`config.mk`:
```
export PLATFORM = sky130hd
export DESIGN_NAME = dma_source_reader
export DESIGN_NICKNAME = d
export VERILOG_FILES = /design/src/oam_dma_pkg.sv /design/src/dma_source_reader.sv
export SDC_FILE = /design/constraint.sdc
export NUM_CORES = 1
export LEC_CHECK = 0
export ABC_CLOCK_PERIOD_IN_PS = 2700
export BUFFER_PORTS_ARGS = -buffer_cell sky130_fd_sc_hd__buf_2
export CORE_MARGIN = 2
export CORE_UTILIZATION = 42
export CTS_CLUSTER_DIAMETER = 200
export DETAILED_ROUTE_END_ITERATION = 6
export GPL_TIMING_DRIVEN = 1
export PLACE_DENSITY = 0.78
export SYNTH_ARGS = -nofsm -noshare
export SYNTH_HDL_FRONTEND = slang
export SYNTH_SLANG_ARGS = --single-unit
```
`constraint.sdc`:
```
create_clock -name clk -period 2.7 [get_ports clk]
set_input_delay 0.27 -clock clk [delete_from_list [all_inputs] [get_ports clk]]
set_output_delay 0.27 -clock clk [all_outputs]
set_load 0.1 [all_outputs]
```
`src/oam_dma_pkg.sv`:
```
`default_nettype none

package oam_dma_pkg;

  typedef logic [15:0] addr_t;
  typedef logic [7:0] byte_t;
  typedef logic [7:0] oam_index_t;

  // ==============================
  // memory map
  // ==============================
  localparam addr_t dma_reg_addr = 16'hFF46;
  localparam addr_t oam_base = 16'hFE00;
  localparam int oam_bytes = 160;
  localparam addr_t wram_base = 16'hC000;
  localparam int wram_bytes = 8192;

  // read value when nothing answers
  localparam byte_t unmapped_data = 8'hFF;

  // buffer between the reader and the OAM writer
  localparam int fifo_depth = 4;

  typedef logic [$clog2(wram_bytes)-1:0] wram_addr_t;
  typedef logic [$clog2(fifo_depth)-1:0] fifo_ptr_t;
  typedef logic [$clog2(fifo_depth+1)-1:0] fifo_count_t;

  // offset wraps mod 2^16, so one compare covers both window edges
  function automatic logic in_wram(addr_t addr);
    addr_t offset;
    offset = addr - wram_base;
    return offset < addr_t'(wram_bytes);
  endfunction

  function automatic logic in_oam(addr_t addr);
    addr_t offset;
    offset = addr - oam_base;
    return offset < addr_t'(oam_bytes);
  endfunction

  function automatic wram_addr_t wram_offset(addr_t addr);
    return wram_addr_t'(addr - wram_base);
  endfunction

  function automatic oam_index_t oam_offset(addr_t addr);
    return oam_index_t'(addr - oam_base);
  endfunction

endpackage

`default_nettype wire
```
`src/dma_source_reader.sv`:
```
`timescale 1ns/1ns
`default_nettype none

module dma_source_reader import oam_dma_pkg::*; (
  input  logic        clk,
  input  logic        reset,
  input  logic        start,
  input  byte_t       src_page,
  input  fifo_count_t fifo_count,
  input  byte_t       rd_data,
  output logic        rd_en,
  output addr_t       rd_addr,
  output logic        push,
  output byte_t       push_data
);

  logic       busy;
  oam_index_t req_index;
  logic       in_flight;
  logic       has_room;

  // fifo fill plus the byte still coming back from the RAM
  assign has_room = (fifo_count + fifo_count_t'(in_flight)) < fifo_count_t'(fifo_depth);

  assign rd_en   = busy && has_room;
  assign rd_addr = {src_page, req_index};

  // RAM answers one cycle after the request
  assign push      = in_flight;
  assign push_data = rd_data;

  always_ff @(posedge clk or posedge reset) begin
    if (reset) begin
      busy      <= 1'b0;
      req_index <= '0;
      in_flight <= 1'b0;
    end else begin
      in_flight <= rd_en;
      if (start) begin
        busy      <= 1'b1;
        req_index <= '0;
      end else if (rd_en) begin
        req_index <= req_index + 1'b1;
        // last request of the page
        if (req_index == oam_index_t'(oam_bytes - 1)) begin
          busy <= 1'b0;
        end
      end
    end
  end

endmodule

`default_nettype wire

```
==> flow_summary_export.csv, run 1 <==
group,metric,value,unit
timing,hold_viol,0,
synth,synthAdderAreaFrac,0.0186,
timing,slew_headroom,0.676,
placement,place_congestion,0.747,
critical_path,r2r_cells,4,
cts,ctsHtreeMaxLevel,1,
die,rows,14,
synth,synth_warnings,0,
final_layout,finish.net_count,95,
timing,rsz0062_at_grt,"no",
route,wl_per_cell,13.0,um
critical_path,worstPathArrival,1.63,ns
synth,synth_area,673,um^2
global_route,overflow,0,
critical_path,reg2reg_to,"req_index[6]$_DFFE_PP0P_",
timing,setup_ws,0.802,ns
cts,holdBufCountCts,1,
route,drc,0,
placement,hpwl,840,um
final_layout,multi_input_area,273,um^2
die,io_pins,48,
synth,muxShareOfSynthArea,0.0223,
timing,setup_tns,0,ns
timing,maxSlewViolCount,0,
route,dr.pass1.iters,3,
timing,finalClockSkew,0.00294,ns
cts,cts_inserted_buffers,3,
synth,synthSimpleGateAreaFrac,0.169,
global_route,grt_max_degree,14,
cts,cts_sinks,10,
route,totalWireLength,1120,um
route,viasPerCell,5.41,
timing,hold_slack,0.309,ns
synth,synthCells,69,
run,drv_cap,0,
synth,syn_area_per_cell,9.76,um^2
global_route,grt_pass1_wl,1750,um
cts,cts_buffer_depth,2,
synth,synth_area_leader_cell,"dfrtp_1",
final_layout,diodes,0,
critical_path,crit_path_end_kind,"primary output",
die,initial_core_util,0.447,
critical_path,r2r-start,"push$_DFF_PP0_",
critical_path,critical_path_peak_fanout,13,
pwr,cellLeakagePower,0.321,nW
synth,synth_top_area_share,0.372,
synth,synth_area_leaders,"dfrtp_1, buf_4, nor2_1",
cts,clk_latency,0.26,ns
synth,synth_cell_types,27,
die,core,0.00151,mm^2
final_layout,seqCellArea,250,um^2
pwr,p_total,0.339,mW
min_path,min_path_type,"in -> reg",
final_layout,synthToLayoutAreaGrowth,-1.12,%
final_layout,fillers,147,
synth,ys_ff_latch,10,
critical_path,cp-endpoint,"rd_en",
route,postRouteAntennaNets,0,
final_layout,stdcell_count,86,
die,die_h,44.0,um
pwr,vdd_drop_max,0.307,mV
critical_path,startpoint_type,"flop",
placement,dpl.cell_count,82,
placement,place_ws,1.08,ns
cts,cts_root_buf,"clkbuf_4",
critical_path,setup.worst_path.class,"reg -> out",
synth,synth_top_family_by_area,"buffers and inverters",
pwr,power_density,509,mW/mm^2
die,dieArea,0.00194,mm^2
timing,post-route-period-util,0.703,
die,fp.dieW,44.0,um
critical_path,r2r_slack,1.24,ns
critical_path,worst_ep_required_time,2.43,ns
cts,tritoncts,"yes",
synth,seq_area_frac_synth,0.372,
outcome,status,"finished, final reports clean",
timing,min_period,1.90,ns
global_route,antenna_found_initial,0,
timing,tightest_slew,0.490,ns
placement,port_buffers,15,
synth,synth_compound_area_frac,0.156,
critical_path,crit_path_start,"push$_DFF_PP0_",
cts,ctsResizeCount,0,
synth,synth_xor_area_frac,0.0390,
timing,finalSetupViolCount,0,
cts,path_clk_slew,0.06,ns
cts,cts_setup_buffers,0,
route,vias,465,
global_route,grt_usage,0.123,
timing,timing.fmax,527,MHz
final_layout,drive_above_1_share,0.371,
global_route,grt_pass1_vias,453,
route,drt_iter0_markers,3,
synth,synth_nets,92,
-- worst min-delay path by stage --
stage	from	end	cells after the start
5_1_grt	start	req_index[7]$_DFFE_PP0P_	2
2_1_floorplan	reset	busy$_DFFE_PP0P_	1
4_1_cts	start	req_index[7]$_DFFE_PP0P_	2
3_3_place_gp	reset	req_index[0]$_DFFE_PP0P_	2
3_5_place_dp	reset	req_index[3]$_DFFE_PP0P_	2
6_report	start	req_index[7]$_DFFE_PP0P_	2
-- power by group --
part	internal, mW	leakage [nW]	switching, mW
registers	0.155	0.131	0.00624
logic	0.0169	0.176	0.0648
clock network	0.0512	0.0138	0.0449
total	0.223	0.321	0.116
-- metal layers --
layer,track usage,up-vias,share of wire
met3,0.0449,2,0.087
met4,0.0848,0,0.0071
li1,-,222,-
met5,0,-,0
met1,0.129,222,0.40
met2,0.203,19,0.50
-- cell usage after synthesis --
cell      number
xnor2_1        1
nand4_2        1
o211ai_1       2
nand3_1        3
buf_4         16
dfrtp_1       10
xor2_1         2
nor2_1         7
ha_1           1
a31oi_2        1
and3_1         2
clkbuf_1       1
nor2b_1        1
nor3_1         1
nand4_1        2
nand2b_2       1
inv_1          4
o21a_4         1
mux2_4         1
buf_6          1
a21oi_1        2
and4_4         1
a21o_1         3
a211oi_2       1
nand2_1        1
a31o_1         1
a21oi_2        1
-- cell type report --
type,count,area share
Clock buffer,3,0.0338
Inverter,4,0.0226
Multi-Input combinational cell,37,0.410
Sequential cell,10,0.376
Tap cell,16,0.0301
Timing Repair Buffer,16,0.128
-- stage by stage --
step                      utilization  cell area, um^2
after floorplan                     -              673
after global placement          0.420              633
after detailed placement        0.420              633
after CTS                       0.442              666
after global routing            0.442              666
final                           0.442              666
-- kinds of logic after synthesis --
| logic type | Yosys count |
|---|---|
| fa+ha+maj | 1 |
| flops | 10 |
| compound gates | 12 |
| simple gates | 20 |
| xor+xnor | 3 |
| buf+inv | 22 |
| mux | 1 |
-- sequential cells by signal, indices dropped and copies added (netlist names) --
register and count:
busy 1, push 1, req_index 8
-- worst max-delay path, cell delays in order, from the launching register on --
cell     delay [ns]
dfrtp_1        0.40
a31oi_2        0.26
o21a_4         0.26
buf_2          0.45
-- cells in the final DEF (no fill, tap or decap), types with 2 or more instances in the layout --
cell type and n:
buf_2 15, a21o_1 3, nand3_1 3, and3_1 2, xor2_1 2, a21oi_1 2
clkbuf_4 3, nor2_1 7, nand4_1 2, o211ai_1 2, inv_1 4, dfrtp_1 10
Power figures use the tool's default switching activity.
==> run 2: changes to the inputs <==
--- a/config.mk
+++ b/config.mk
@@ -5,14 +5,14 @@
 export SDC_FILE = /design/constraint.sdc
 export NUM_CORES = 1
 export LEC_CHECK = 0
-export ABC_CLOCK_PERIOD_IN_PS = 2700
+export ABC_CLOCK_PERIOD_IN_PS = 1600
 export BUFFER_PORTS_ARGS = -buffer_cell sky130_fd_sc_hd__buf_2
 export CORE_MARGIN = 2
-export CORE_UTILIZATION = 42
+export CORE_UTILIZATION = 35
 export CTS_CLUSTER_DIAMETER = 200
 export DETAILED_ROUTE_END_ITERATION = 6
 export GPL_TIMING_DRIVEN = 1
-export PLACE_DENSITY = 0.78
+export PLACE_DENSITY = 0.69
 export SYNTH_ARGS = -nofsm -noshare
 export SYNTH_HDL_FRONTEND = slang
 export SYNTH_SLANG_ARGS = --single-unit
==> constraint.sdc (replaced) <==
create_clock -name clk -period 1.6 [get_ports clk]
set_input_delay 0.16 -clock clk [delete_from_list [all_inputs] [get_ports clk]]
set_output_delay 0.16 -clock clk [all_outputs]
set_load 0.1 [all_outputs]
==> flow_summary_export.csv, run 2 (synthesis results as in run 1) <==
group,metric,value,unit
outcome,status,"finished, final reports clean",
route,wl_per_cell,12.3,um
cts,tritoncts,"yes",
global_route,grt_max_degree,12,
pwr,vdd_drop_max,0.364,mV
global_route,globalRouteMet1Util,0.181,
cts,cts_root_buf,"clkbuf_4",
die,io_pins,48,
timing,tightest_slew,0.489,ns
final_layout,multi_input_area,299,um^2
die,rows,15,
cts,cts_inserted_buffers,3,
min_path,whs_path_depth,2,
final_layout,layout_common_cells,"buf_2, nor2_1, dfrtp_1",
critical_path,r2r_slack,0.07,ns
critical_path,crit_path_start,"push$_DFF_PP0_",
pwr,p_comb_frac,0.260,
critical_path,startpoint_type,"flop",
cts,ctsHtreeMaxLevel,1,
cts,clk_latency,0.27,ns
pwr,p_clk_frac,0.296,
die,fp.dieW,47.9,um
pwr,p_total,0.630,mW
final_layout,drive_above_1_share,0.500,
route,viasPerCell,4.87,
die,die_h,47.9,um
timing,hold_viol,0,
route,vias,492,
final_layout,largest_reg_flops,8,
cts,path_clk_slew,0.07,ns
timing,maxSlewViolCount,0,
pwr,power_density,811,mW/mm^2
die,initial_core_util,0.382,
die,core,0.00176,mm^2
route,dr.pass1.iters,4,
pwr,switching_share,0.348,
placement,port_buffers,15,
pwr,sequentialPowerShare,0.444,
final_layout,top_register,"req_index",
min_path,hold_end,"req_index[7]$_DFFE_PP0P_",
critical_path,worst_ep_required_time,1.44,ns
critical_path,r2r_cells,5,
global_route,overflow,0,
cts,cts_buffer_depth,2,
timing,setup_tns,0,ns
timing,timing.fmax,643,MHz
timing,finalSetupViolCount,0,
global_route,antenna_found_initial,0,
critical_path,critical_path_peak_fanout,3,
final_layout,finish.net_count,100,
placement,hpwl,899,um
critical_path,setup.worst_path.class,"reg -> out",
global_route,use_met2,0.165,
placement,dpl.cell_count,92,
final_layout,utilization,0.440,
pwr,switchingPower,0.219,mW
min_path,min_from,"start",
global_route,use_met3,0.0566,
final_layout,seqCellArea,264,um^2
final_layout,fillers,185,
final_layout,stdcell_count,101,
route,drt_iter0_markers,6,
global_route,grt_usage,0.130,
critical_path,worstPathArrival,1.39,ns
route,drc,0,
final_layout,diodes,0,
run,drv_cap,0,
die,dieArea,0.00229,mm^2
timing,min_period,1.55,ns
timing,rsz0062_at_grt,"no",
critical_path,reg2reg_to,"req_index[6]$_DFFE_PP0P_",
critical_path,r2r-start,"push$_DFF_PP0_",
timing,slew_headroom,0.676,
timing,post-route-period-util,0.972,
critical_path,crit_path_end_kind,"primary output",
route,postRouteAntennaNets,0,
timing,finalClockSkew,0.00514,ns
placement,place_congestion,0.748,
final_layout,synthToLayoutAreaGrowth,15.4,%
global_route,grt_pass1_wl,1990,um
global_route,grt-busiest-layer,"met1",
final_layout,final_common_cell,"buf_2",
global_route,grt_pass1_vias,439,
cts,cts_sinks,10,
pwr,cellLeakagePower,0.343,nW
min_path,min_path_type,"in -> reg",
route,totalWireLength,1250,um
pwr,p_int,0.411,mW
-- run 2: cell types whose count changed in the layout (fill, tap and decap cells not counted) --
cell      previous run  this run
and3_1               2         1
dfrtp_1             10         5
dfrtp_2              0         2
clkbuf_1             0         1
buf_6                0         1
a31oi_4              0         1
dfrtp_4              0         3
ha_4                 0         1
buf_4                0         4
buf_12               0         1
a31oi_2              1         0
and3_4               0         1
ha_1                 1         0
buf_2               15        14
-- run 2: metrics by stage --
step           setup WS [ns]  instance area [um^2]  hold WS (ns)
6_report              0.0454                   777         0.192
5_1_grt             0.000154                   777         0.198
4_1_cts               0.0166                   769         0.191
3_5_place_dp           0.178                   707         0.162
3_3_place_gp           0.203                   707         0.156
2_1_floorplan        -0.0482                   722      0.000104
-- run 2: timing repair --
action | CTS | global route
hold endpoints to repair | 10 | 0
hold buffers | 1 | 0
setup endpoints to repair | 1 | 1
gates resized for setup | 1 | 0
pin swaps | 1 | 1
buffers inserted | 3 | 1
-- run 2: worst max-delay path by stage --
stage / endpoint / slack (ns)
final: rd_en / 0.05
after global routing: rd_en / 0.0002
after CTS: rd_en / 0.02
after detailed placement: req_index[6]$_DFFE_PP0P_ / 0.18
after global placement: req_index[6]$_DFFE_PP0P_ / 0.20
after floorplan: busy$_DFFE_PP0P_ / -0.05
-- run 2: final cells by class --
class	count	share of cell area
Clock buffer	4	0.0338
Inverter	4	0.0193
Multi-Input combinational cell	37	0.385
Sequential cell	10	0.340
Tap cell	25	0.0403
Timing Repair Buffer	21	0.182
-- run 2: critical path: stages (launching register included) --
cell     delay (ns)
dfrtp_4        0.49
and4_4         0.16
o21a_4         0.20
buf_6          0.12
buf_12         0.15
-- run 2: layer usage --
| layer | up-vias | wire length (um) |
|---|---|---|
| li1 | 232 | - |
| met1 | 238 | 614 |
| met2 | 20 | 524 |
| met3 | 2 | 92 |
| met4 | 0 | 14 |
| met5 | - | 0 |
-- run 2: power by group through the flow --
| stage | logic, mW | clock network, mW | registers (mW) |
|---|---|---|---|
| 3_3_place_gp | 0.152 | 0 | 0.284 |
| 2_1_floorplan | 0.252 | 0 | 0.345 |
| 5_1_grt | 0.174 | 0.207 | 0.282 |
| 6_report | 0.164 | 0.186 | 0.280 |
| 4_1_cts | 0.164 | 0.193 | 0.280 |
| 3_5_place_dp | 0.152 | 0 | 0.285 |
==> run 3: changes to the inputs <==
--- a/config.mk
+++ b/config.mk
@@ -7,7 +7,6 @@
 export LEC_CHECK = 0
 export ABC_CLOCK_PERIOD_IN_PS = 1600
 export BUFFER_PORTS_ARGS = -buffer_cell sky130_fd_sc_hd__buf_2
-export CORE_MARGIN = 2
 export CORE_UTILIZATION = 35
 export CTS_CLUSTER_DIAMETER = 200
 export DETAILED_ROUTE_END_ITERATION = 6
==> flow_summary_export.csv, run 3 (synthesis results as in run 1) <==
group,metric,value,unit
pwr,vdd_drop_max,0.427,mV
critical_path,startpoint_type,"flop",
final_layout,finish.net_count,101,
route,wl_per_cell,13.0,um
critical_path,cp_slowest_cell,"dfrtp_4",
critical_path,reg2reg_to,"req_index[6]$_DFFE_PP0P_",
outcome,status,"finished, final reports clean",
die,fp.dieW,45.9,um
cts,cts_root_buf,"clkbuf_4",
route,drc,0,
critical_path,worst_ep_required_time,1.76,ns
die,initial_core_util,0.382,
route,dr.pass1.iters,4,
pwr,power_density,864,mW/mm^2
pwr,cellLeakagePower,0.352,nW
timing,hold_slack,0.198,ns
pwr,p_total,0.683,mW
final_layout,layout_common_cells,"buf_2, nor2_1, buf_4",
timing,post-route-period-util,0.965,
critical_path,critical_path_peak_fanout,7,
final_layout,largest_reg_flops,8,
die,core,0.00176,mm^2
critical_path,r2r_slack,0.06,ns
critical_path,setup.worst_path.class,"reg -> reg",
critical_path,crit_path_end_kind,"flop",
die,io_pins,48,
timing,slew_headroom,0.676,
final_layout,utilization,0.448,
cts,cts_buffer_depth,2,
timing,rsz0062_at_grt,"no",
run,drv_cap,0,
pwr,switchingPower,0.227,mW
global_route,antenna_found_initial,0,
die,rows,15,
final_layout,diodes,0,
route,totalWireLength,1320,um
global_route,grt_pass1_wl,1930,um
timing,finalSetupViolCount,0,
timing,tightest_slew,0.489,ns
placement,place_congestion,0.780,
route,viasPerCell,4.81,
cts,tritoncts,"yes",
placement,hpwl,918,um
pwr,p_int,0.457,mW
critical_path,worstPathArrival,1.70,ns
global_route,overflow,0,
pwr,p_clk_frac,0.340,
timing,timing.fmax,648,MHz
min_path,min_from,"start",
timing,hold_viol,0,
global_route,grt_usage,0.134,
route,drt_iter0_markers,3,
cts,clk_latency,0.26,ns
route,vias,491,
timing,maxSlewViolCount,0,
min_path,min_path_type,"in -> reg",
timing,min_period,1.54,ns
global_route,grt_max_degree,12,
pwr,switching_share,0.332,
final_layout,top_register,"req_index",
route,postRouteAntennaNets,0,
die,die_h,45.9,um
pwr,sequentialPowerShare,0.410,
timing,finalClockSkew,0.00707,ns
cts,cts_sinks,10,
global_route,grt_pass1_vias,419,
final_layout,drive_above_1_share,0.519,
cts,path_clk_slew,0.08,ns
critical_path,slowest_delay,0.49,ns
critical_path,crit_chain,"and4_4, o21a_4, buf_4, nand4_2, mux2_4",
critical_path,r2r-start,"push$_DFF_PP0_",
final_layout,final_common_cell,"buf_2",
cts,ctsHtreeMaxLevel,1,
critical_path,r2r_cells,5,
final_layout,synthToLayoutAreaGrowth,17.5,%
min_path,whs_path_depth,2,
placement,port_buffers,15,
cts,cts_inserted_buffers,3,
min_path,hold_end,"req_index[7]$_DFFE_PP0P_",
die,dieArea,0.00210,mm^2
pwr,p_comb_frac,0.251,
run 3: cell types whose count changed in the layout (fill, tap and decap cells not counted):
cell      delta
buf_4        +2
clkbuf_8     +1
clkbuf_1     -1
buf_6        -1
run 3: what timing repair did:
action                                  CTS  global route
pin swaps                                 1             2
endpoints found under the setup margin    1             1
cloned                                    0             0
hold endpoints to repair                 10             0
buffers inserted                          2             4
hold buffers                              1             0
resized for setup                         0             0
run 3: area by class of cell:
| type | count | area [um^2] |
|---|---|---|
| Sequential cell | 10 | 264 |
| Multi-Input combinational cell | 37 | 299 |
| Inverter | 4 | 15.0 |
| Fill cell | 193 | 973 |
| Clock buffer | 4 | 36.3 |
| Tap cell | 25 | 31.3 |
| Timing Repair Buffer | 22 | 145 |
run 3: worst max path at each step:
stage / startpoint / end / slack, ns / depth (start not counted)
after global routing: push$_DFF_PP0_ / req_index[6]$_DFFE_PP0P_ / 0.01 / 5
after CTS: push$_DFF_PP0_ / req_index[6]$_DFFE_PP0P_ / 0.009 / 5
final: push$_DFF_PP0_ / req_index[6]$_DFFE_PP0P_ / 0.06 / 5
after floorplan: push$_DFF_PP0_ / busy$_DFFE_PP0P_ / -0.05 / 5
after detailed placement: push$_DFF_PP0_ / req_index[6]$_DFFE_PP0P_ / 0.18 / 4
after global placement: push$_DFF_PP0_ / req_index[6]$_DFFE_PP0P_ / 0.20 / 4
run 3: power by group through the flow:
stage | clock (mW) | sequential, mW | combinational [mW]
4_1_cts | 0.240 | 0.280 | 0.160
3_3_place_gp | 0 | 0.284 | 0.152
2_1_floorplan | 0 | 0.345 | 0.252
5_1_grt | 0.254 | 0.283 | 0.179
3_5_place_dp | 0 | 0.286 | 0.156
6_report | 0.232 | 0.280 | 0.171
run 3: stage by stage:
stage                     instance area, um^2  instances  setup WS [ns]  TNS (ns)
after floorplan                           722         69        -0.0482   -0.0682
after global placement                    707         92          0.201         0
after detailed placement                  707         92          0.178         0
after CTS                                 761         98        0.00892         0
after global routing                      791        102         0.0146         0
final                                     791        102         0.0564         0
run 3: worst max-delay path: cells and delay by family (launching register included):
kind                   cells  cell delay (ns)
buffers and inverters      1             0.17
AND/OR/NAND/NOR            2             0.27
multiplexers               1             0.29
flip-flops                 1             0.49
AO/OA/AOI/OAI              1             0.22
run 3: layer usage:
layer / share of wire / global-route usage / vias to the layer above
met2: 0.46 / 0.177 / 21
met5: 0 / 0 / -
li1: - / - / 236
met1: 0.44 / 0.184 / 228
met4: 0.014 / 0.0647 / 0
met3: 0.076 / 0.0556 / 6
